--- src/design/vid_sync_macros.svh ---
/*
 * Video sync conditioning constants
 * Counter width and input sampling depth for the sync path
 */

`ifndef VID_SYNC_MACROS_SVH
`define VID_SYNC_MACROS_SVH

// Width of run-length and line position counters
`define SYNC_CNT_W 16

// Largest count before a counter holds its value
`define SYNC_CNT_MAX {`SYNC_CNT_W{1'b1}}

// Input sampling registers ahead of the edge compare
// The compare looks at the last two stages so two is the minimum
`define SYNC_STAGES 2

`endif

--- src/design/vid_sync_pkg.sv ---
/*
 * Shared types for the sync conditioning path
 * Cycle counts, the hs/vs pair and the composite generator mode
 */

`include "vid_sync_macros.svh"

package vid_sync_pkg;

	// Count of clk_sys cycles
	typedef logic [`SYNC_CNT_W-1:0] sync_cnt_t;

	// Sync pair with active-high members after normalisation
	typedef struct packed {
		logic hs;
		logic vs;
	} vid_sync_t;

	// Composite sync generator mode
	typedef enum logic {
		CS_LINE  = 1'b0,
		CS_VSYNC = 1'b1
	} cs_mode_t;

	// Saturating increment shared by all counters
	// Long idle periods must not wrap back to a short count
	function automatic sync_cnt_t cnt_inc(input sync_cnt_t cnt);
		sync_cnt_t res;
		if (cnt == `SYNC_CNT_MAX) begin
			res = cnt;
		end else begin
			res = cnt + 1'b1;
		end
		return res;
	endfunction

endpackage

--- src/design/sync_polarity.sv ---
/*
 * Sync polarity normaliser
 * Compares the last high and low run lengths of one sync input
 * and drives the input out with its active (shorter) level high
 */

`include "vid_sync_macros.svh"

module sync_polarity
	import vid_sync_pkg::*;
(
	input  logic clk_sys,
	input  logic resetd,
	input  logic i_sync,
	output logic o_sync
);

	// Sampling chain, newest sample in bit 0
	logic [`SYNC_STAGES-1:0] samp;

	// Last two sampled levels
	logic lvl_new;
	logic lvl_old;
	logic run_done;

	// Run length bookkeeping
	sync_cnt_t run_cnt;
	sync_cnt_t hi_run;
	sync_cnt_t lo_run;

	// Set when the high level is the inactive one
	logic pol;

	////////////////////
	// Input sampling
	////////////////////

	always_ff @(posedge clk_sys) begin
		if (resetd) begin
			samp <= '0;
		end else begin
			samp <= {samp[`SYNC_STAGES-2:0], i_sync};
		end
	end

	assign lvl_new = samp[`SYNC_STAGES-2];
	assign lvl_old = samp[`SYNC_STAGES-1];

	// A run ends when the level moving into the last stage differs
	assign run_done = (lvl_new != lvl_old);

	////////////////////
	// Run measurement
	////////////////////

	// Cycles since the last sampled edge
	always_ff @(posedge clk_sys) begin
		if (resetd) begin
			run_cnt <= '0;
		end else if (run_done) begin
			run_cnt <= '0;
		end else begin
			run_cnt <= cnt_inc(run_cnt);
		end
	end

	// File the finished run under the level that just ended
	always_ff @(posedge clk_sys) begin
		if (resetd) begin
			hi_run <= '0;
			lo_run <= '0;
		end else if (run_done) begin
			if (lvl_old) begin
				hi_run <= run_cnt;
			end else begin
				lo_run <= run_cnt;
			end
		end
	end

	// Sync pulses are the short level
	// so a longer high run means the input is active low
	always_ff @(posedge clk_sys) begin
		if (resetd) begin
			pol <= 1'b0;
		end else begin
			pol <= (hi_run > lo_run);
		end
	end

	////////////////////
	// Output
	////////////////////

	// Third register after the input pin
	always_ff @(posedge clk_sys) begin
		if (resetd) begin
			o_sync <= 1'b0;
		end else begin
			o_sync <= lvl_old ^ pol;
		end
	end

endmodule

--- src/design/csync_gen.sv ---
/*
 * Composite sync generator
 * Merges a normalised hs/vs pair into one active-high csync
 * During vsync the horizontal part is serrated
 */

module csync_gen
	import vid_sync_pkg::*;
(
	input  logic      clk_sys,
	input  logic      resetd,
	input  vid_sync_t i_sync,
	output logic      o_cs
);

	// Horizontal edge detection
	logic hs_prev;
	logic hs_rise;
	logic hs_fall;

	// Line timing measured from hs
	sync_cnt_t h_cnt;
	sync_cnt_t hs_len;
	sync_cnt_t line_len;

	// Registered vs as the generator mode
	cs_mode_t mode;

	// Horizontal part of the composite
	logic cs_h;
	logic cs_h_next;

	////////////////////
	// hs edges
	////////////////////

	always_ff @(posedge clk_sys) begin
		if (resetd) begin
			hs_prev <= 1'b0;
		end else begin
			hs_prev <= i_sync.hs;
		end
	end

	assign hs_rise = i_sync.hs & ~hs_prev;
	assign hs_fall = ~i_sync.hs & hs_prev;

	////////////////////
	// Line timing
	////////////////////

	// Restarts on both hs edges
	always_ff @(posedge clk_sys) begin
		if (resetd) begin
			h_cnt <= '0;
		end else if (hs_rise || hs_fall) begin
			h_cnt <= '0;
		end else begin
			h_cnt <= cnt_inc(h_cnt);
		end
	end

	// At the falling edge h_cnt holds the hs pulse width
	// At the rising edge it holds the gap since that pulse
	always_ff @(posedge clk_sys) begin
		if (resetd) begin
			hs_len   <= '0;
			line_len <= '0;
		end else begin
			if (hs_fall) begin
				hs_len <= h_cnt;
			end
			if (hs_rise) begin
				line_len <= h_cnt - hs_len;
			end
		end
	end

	////////////////////
	// Mode
	////////////////////

	always_ff @(posedge clk_sys) begin
		if (resetd) begin
			mode <= CS_LINE;
		end else if (i_sync.vs) begin
			mode <= CS_VSYNC;
		end else begin
			mode <= CS_LINE;
		end
	end

	////////////////////
	// Composite output
	////////////////////

	// Outside vsync the horizontal part is plain hs
	// Inside vsync it drops at each hs start and rises once the
	// line counter reaches the measured line length
	always_comb begin
		case (mode)
			CS_VSYNC: begin
				if (hs_rise) begin
					cs_h_next = 1'b0;
				end else if (h_cnt == line_len) begin
					cs_h_next = 1'b1;
				end else begin
					cs_h_next = cs_h;
				end
			end
			default: begin
				cs_h_next = i_sync.hs;
			end
		endcase
	end

	always_ff @(posedge clk_sys) begin
		if (resetd) begin
			cs_h <= 1'b0;
		end else begin
			cs_h <= cs_h_next;
		end
	end

	// vs inverts the horizontal part for the whole vsync period
	// o_cs always equals cs_h XOR the registered vs
	always_ff @(posedge clk_sys) begin
		if (resetd) begin
			o_cs <= 1'b0;
		end else begin
			o_cs <= cs_h_next ^ i_sync.vs;
		end
	end

endmodule

--- src/design/vid_sync_top.sv ---
/*
 * Sync conditioning top level
 * Two polarity normalisers feeding the composite sync generator
 */

module vid_sync_top
	import vid_sync_pkg::*;
(
	input  logic      clk_sys,
	input  logic      resetd,
	input  vid_sync_t i_sync_raw,
	output vid_sync_t o_sync,
	output logic      o_cs
);

	// Normalised levels from each channel
	logic      hs_norm;
	logic      vs_norm;

	// Joined pair for the generator and the outputs
	vid_sync_t sync_norm;

	////////////////////
	// Polarity normalisers
	////////////////////

	sync_polarity u_hs (
		.clk_sys (clk_sys),
		.resetd  (resetd),
		.i_sync  (i_sync_raw.hs),
		.o_sync  (hs_norm)
	);

	sync_polarity u_vs (
		.clk_sys (clk_sys),
		.resetd  (resetd),
		.i_sync  (i_sync_raw.vs),
		.o_sync  (vs_norm)
	);

	assign sync_norm.hs = hs_norm;
	assign sync_norm.vs = vs_norm;

	////////////////////
	// Composite sync
	////////////////////

	// One register stage behind o_sync
	csync_gen u_csync (
		.clk_sys (clk_sys),
		.resetd  (resetd),
		.i_sync  (sync_norm),
		.o_cs    (o_cs)
	);

	assign o_sync = sync_norm;

endmodule

--- config.mk ---
export PLATFORM = sky130hd
export DESIGN_NAME = vid_sync_top
export DESIGN_NICKNAME = d
export VERILOG_FILES = /design/src/design/vid_sync_pkg.sv /design/src/design/sync_polarity.sv /design/src/design/csync_gen.sv /design/src/design/vid_sync_top.sv
export VERILOG_INCLUDE_DIRS = /design/src /design/src/design
export SDC_FILE = /design/constraint.sdc
export NUM_CORES = 1
export LEC_CHECK = 0
export BUFFER_PORTS_ARGS = -buffer_cell sky130_fd_sc_hd__buf_2
export CAP_MARGIN = 25
export CORE_ASPECT_RATIO = 0.9
export CORE_MARGIN = 2
export CORE_UTILIZATION = 60
export CTS_CLUSTER_SIZE = 30
export DETAILED_ROUTE_END_ITERATION = 7
export GPL_TIMING_DRIVEN = 1
export PLACE_DENSITY = 0.78
export SLEW_MARGIN = 20
export SYNTH_ARGS = -nofsm -noshare
export SYNTH_HDL_FRONTEND = slang
export SYNTH_SLANG_ARGS = --single-unit
--- constraint.sdc ---
create_clock -name clk_sys -period 3.35 [get_ports clk_sys]
set_input_delay 0.335 -clock clk_sys [delete_from_list [all_inputs] [get_ports clk_sys]]
set_output_delay 0.335 -clock clk_sys [all_outputs]
set_load 0.02 [all_outputs]
-- Word level (Yosys, flattened, before mapping)
Index checks and enable logic that the tools add are counted.
- add/subtract/negate cells: 4
- order comparisons: 2
- eq/ne operators: 6
- muxes and demuxes: 4
- bitwise operators: 9
- reductions and logical operators: 8
- operators by type and width (kind ; count):
    $add A16 B1 Y16 const B ; 3
    $eq A16 B16 Y1 const B ; 3
    $gt A16 B16 Y1 ; 2
    $eq A16 B16 Y1 ; 1
    $sub A16 B16 Y16 ; 1
    $reduce_and A2 Y1 ; 4
    $reduce_or A2 Y1 ; 3
    $mux W1 ; 4
    $not A1 Y1 ; 4
    $xor A1 B1 Y1 ; 3
    $and A1 B1 Y1 ; 2
    $ne A1 B1 Y1 ; 2
    $logic_or A1 B1 Y1 ; 1
- flip-flop bits (word level): 156
- logic and storage cells: 52

-- Logic depth before layout (Yosys ltp)
- word-level depth: 5
- depth in mapped cells: 9
- gate-level depth less buffers: 9

-- By module
Synthesis repeated with hierarchy kept, for this count alone.
- cells, all modules: 919
- area, all modules: 8165.3 µm²
- by module, submodules not included (module ; times used ; cells each ; area each (µm²) ; sequential area each (µm²)):
    sync_polarity ; 2 ; 279 ; 2536.2 ; 1041.0
    csync_gen ; 1 ; 359 ; 3078.0 ; 1041.0
    vid_sync_top ; 1 ; 2 ; 15.0 ; 0.0

-- Worst setup path after synthesis
OpenSTA, ideal clock, no wires.
- path type: register to register
- from: reg u_csync.h_cnt[0]
- to: reg u_csync.line_len[12]
- arrival time: 2.285 ns
- slack: 0.970 ns
- stages on the path, launching flop included: 10
- buffers on the path: 0
- period minus slack after synthesis: 2.380 ns
- cell sequence: dfxtp_1 inv_1 ha_1 fa_1 nand2b_1 a21oi_2 o311a_1 o221ai_1 or4b_1 o311ai_1
- longest elaborated chain between the ends: 1
- RTL lines (what ; line ; RTL):
    start: declaration ; csync_gen.sv:22 ; sync_cnt_t h_cnt;
    start signal: assignment ; csync_gen.sv:59 ; h_cnt <= cnt_inc(h_cnt);
    $sub A16 B16 Y16 ; csync_gen.sv:74 ; line_len <= h_cnt - hs_len;
    end signal: assignment ; csync_gen.sv:74 ;
    end: declaration ; csync_gen.sv:24 ; sync_cnt_t line_len;
No other way between the ends.
A chain may end at the register's enable or synchronous reset.

-- Worst setup path after layout
Same ends and word-level chain as after synthesis.

==> summary.md <==
The flow ran to the end, and the final reports show no timing, DRC or antenna violations. The number of I/O pins is 7, and the detailed router's first-iteration violation count is 306. The number of buffer and inverter stages on the critical path is 1. The total CTS buffers is 17, and the global-route usage over all layers is 23.2%. TritonCTS built the clock tree.

The count of mapped cells out of synthesis is 876. The tools report the die area as 14,100 um^2. The number of nets in the layout is 922. The tools report the category of the worst setup path capture point as a flip-flop.

The worst clock skew on the final layout is 0.00968 ns. The logs give 0.129 ns for the worst hold slack and 342 uV for the maximum vdd ir drop. Initial antenna violation count: 0. Root buffer cell: clkbuf_16.

The final-report max-slew violation count is 0. The most used flip-flop cell after synthesis is dfxtp_1. Worst setup slack after placement: 0.649 ns. The portion of the clock cycle consumed by the worst path in the final layout works out to 81.5%. The die is 113 um tall. By area the synthesized netlist is led by dfxtp_1, mux2i_1, ha_1. Registers are responsible for 46.3% of the overall power. The power density over cell area is 479 nW/um^2, and the share of cells above drive strength 1 is 7.10%. The count of state elements after synthesis is 156. The longest clock path from root to sink contains 2 buffers. After layout, the worst setup slack is 0.620 ns.

Dividing the detail-routed wire length by the instance count gives 15.2 um. The worst path in the final design needs a cycle of 2.73 ns, including I/O delays and setup. Relative to the synthesized area, the layout overhead comes to 8.75%. At the pin with the least slew margin, the transition time is 1.03 ns. The later pin in the worst-skew pair is clocked with a latency of 0.42 ns. The site row count was 39; the per-cell via count in the routed design was 5.70. From left edge to right edge, the die measures 125 um.

The clock tree synthesis step divided the H-tree into 4 levels. Setup violations remaining at the end of the flow were counted as 0. The reported max-cap violation count came out at 0.

The total of hold buffers inserted after clock tree synthesis was 0. The tools report the detailed-router iteration count before antenna repair as 5. The signal on the critical path passes through inv_1 > ha_1 > fa_1 > nand2b_1 > a21oi_2 > o311a_1 > o221ai_1 > or4b_1 > o311ai_1. For the worst setup path, the data arrival time is 3.05 ns. During synthesis, Yosys emitted a total of 0 warnings. The net switching share of the total power was 22.0%. The area share of the largest cell type after synthesis is 39.6%, and the depth of the worst register-to-register path is 9.

The combinational share of power is 6.5%. In this run the power spent charging and discharging nets is 0.904 mW. The largest individual stage delay along the critical path comes from the cell or4b_1. Counting every net in the synthesized netlist gives 937. Biggest area consumer among synthesized cells: dfxtp_1. The detail route stage leaves a number of antenna-violating nets equal to 0. The logs give 58 for the largest net degree at the start of global routing and 5,815 for the via count of the first global-routing pass. In this run, post-CTS repair resized a total of 0 instances. The share of total power dissipated in the clock network is 47.1%. The weighted congestion reported at the end of routability-driven placement came out at 0.906.

The global-route congestion overflow total is 0. The number of different library cells used by synthesis comes to 67. Across all layers, the routed design uses 5,915 vias. The logs give 10,800 um for the detailed placer's ending HPWL and 0 ns for the final total negative setup slack. The floorplan step defined a core boundary enclosing 12,800 um^2. The launching element type of the critical path is a flip-flop. Sorting the synthesized cells by how often they occur yields dfxtp_1, nor2_1, mux2i_1.

The share of async-settable or async-resettable flops after synthesis is 0%, and the buffers inserted during post-CTS setup optimization is 0. For this run, the slowest stage of the critical path takes 0.50 ns. Data on the critical path is required at its endpoint by 3.67 ns.

Setup repair after global routing left no endpoint under its margin. The analysis attributes to cell leakage a power of 3.42 nW. Path category of the worst min-delay check: in -> reg. Broken down by cell family, the worst path's largest delay share belongs to compound AO/OA/AOI/OAI gates. Timing would allow up to 366 MHz. Internal power comes to 3.21 mW.

The critical path crosses 9 cells after its start point. Along the worst path, the maximum fanout reaches 6. Headroom to the max-slew limit came out at 31.3%. The run gives 0 as the total count of hold-check failures in the final report. In this run, synthesis inferred 0 flip-flops with an integrated enable. The clock input transition at the sequential cells of the worst setup and hold paths was 0.06 ns. In the routed design, unresolved DRC markers number 0. For the effective utilization at floorplan, the log shows 61.7%. For this design, the sink count on the clock tree is 156. Path type of the worst setup path: reg -> reg.

Buffers placed on the I/O ports in this run total 6. The first global-routing pass estimated 27,100 um of wire. The tools report the total standard cell area after synthesis as 7890 um^2. The most common cell in the synthesized netlist is dfxtp_1. The routed design has 15,700 um of wire. The number of cells on the worst hold path was 2. The run gives 0 as the number of diodes added for antenna fixing.

The average instance in the mapped netlist occupies 9.01 um^2. The run gives 39.6% as the post-synthesis sequential area ratio.
-- routing by layer --
metal / part of all wire [%] / vias to the layer above / global-route usage (%) / routed length [um]
met5: 0 / - / 0 / 0
met4: 1.5 / 0 / 7.56 / 239
met3: 3.2 / 17 / 5.01 / 502
met2: 48 / 82 / 39.8 / 7500
met1: 48 / 2845 / 29.4 / 7480
li1: - / 2971 / - / -
-- placed cells by master, fill, tap and decap left out, types with 6 or more instances in the layout --
cell       synthesis  routed
xnor2_1           20      20
dfxtp_1          156     156
xor2_1            35      35
a21o_1            13      13
nor4_1             7       7
nor3_1            12      12
nand4_1           20      20
ha_1              56      56
nand2_1           34      34
nand3_1           21      21
nor2b_1            9       9
nand2b_1           9       9
clkbuf_16          0      17
nor2_1           153     153
mux2i_1           92      92
o211ai_1           6       6
o21ai_0           13      13
inv_1             59      59
a21oi_1           33      33
a31oi_1            6       6
nor3b_1            8       8
-- flip-flops by register name (all words and copies together) (netlist names), 2 cells and up --
name              count
u_hs.hi_run          16
u_vs.lo_run          16
u_vs.run_cnt         16
u_vs.hi_run          16
u_vs.samp             2
u_hs.lo_run          16
u_hs.samp             2
u_csync.line_len     16
u_csync.h_cnt        16
u_hs.run_cnt         16
u_csync.hs_len       16
-- power groups by stage --
| stage | combinational (mW) | clock (mW) | sequential, mW |
|---|---|---|---|
| 2_1_floorplan | 0.206 | 0 | 1.94 |
| 3_3_place_gp | 0.251 | 0 | 1.94 |
| 3_5_place_dp | 0.261 | 0 | 1.95 |
| 4_1_cts | 0.263 | 1.97 | 1.91 |
| 5_1_grt | 0.296 | 2.05 | 1.91 |
| 6_report | 0.268 | 1.94 | 1.91 |
-- path summary, 6_finish.rpt --
kind	startpoint	end	slack, ns
worst max-delay path	u_csync.h_cnt[0]	u_csync.line_len[12]	0.62
worst min-delay path	i_sync_raw[0]	u_vs.samp[0]	0.13
worst max register to register	u_csync.h_cnt[0]	u_csync.line_len[12]	0.62
worst min register to register	u_vs.samp[0]	u_vs.samp[1]	0.47
-- cell families after synthesis --
kind of cell | Yosys count | synth area share [%]
AND/OR/NAND/NOR | 310 | 19.5
buffers and inverters | 106 | 5.63
AO/OA/AOI/OAI | 100 | 8.35
multiplexers | 92 | 11.7
XOR/XNOR | 55 | 6.10
flip-flops | 156 | 39.6
adder cells (fa/ha/maj) | 57 | 9.13
-- through the flow --
stage                     util (%)  total power [mW]  instances  cell area (um^2)
after global placement        62.0              2.20       1002              7930
final                         67.1              4.11       1037              8580
after detailed placement      62.0              2.21       1002              7930
after CTS                     66.7              4.14       1033              8520
after floorplan                  -              2.15        876              7890
after global routing          67.1              4.25       1037              8580
-- layout make-up --
type,count,area (um^2)
timing repair buffer,13,115
sequential,156,3120
fill,987,4200
inverter,59,221
tap,164,205
multi-input combinational,614,4330
clock inverter,8,115
clock buffer,23,478
Note: power is estimated with default switching activity, not from simulation.
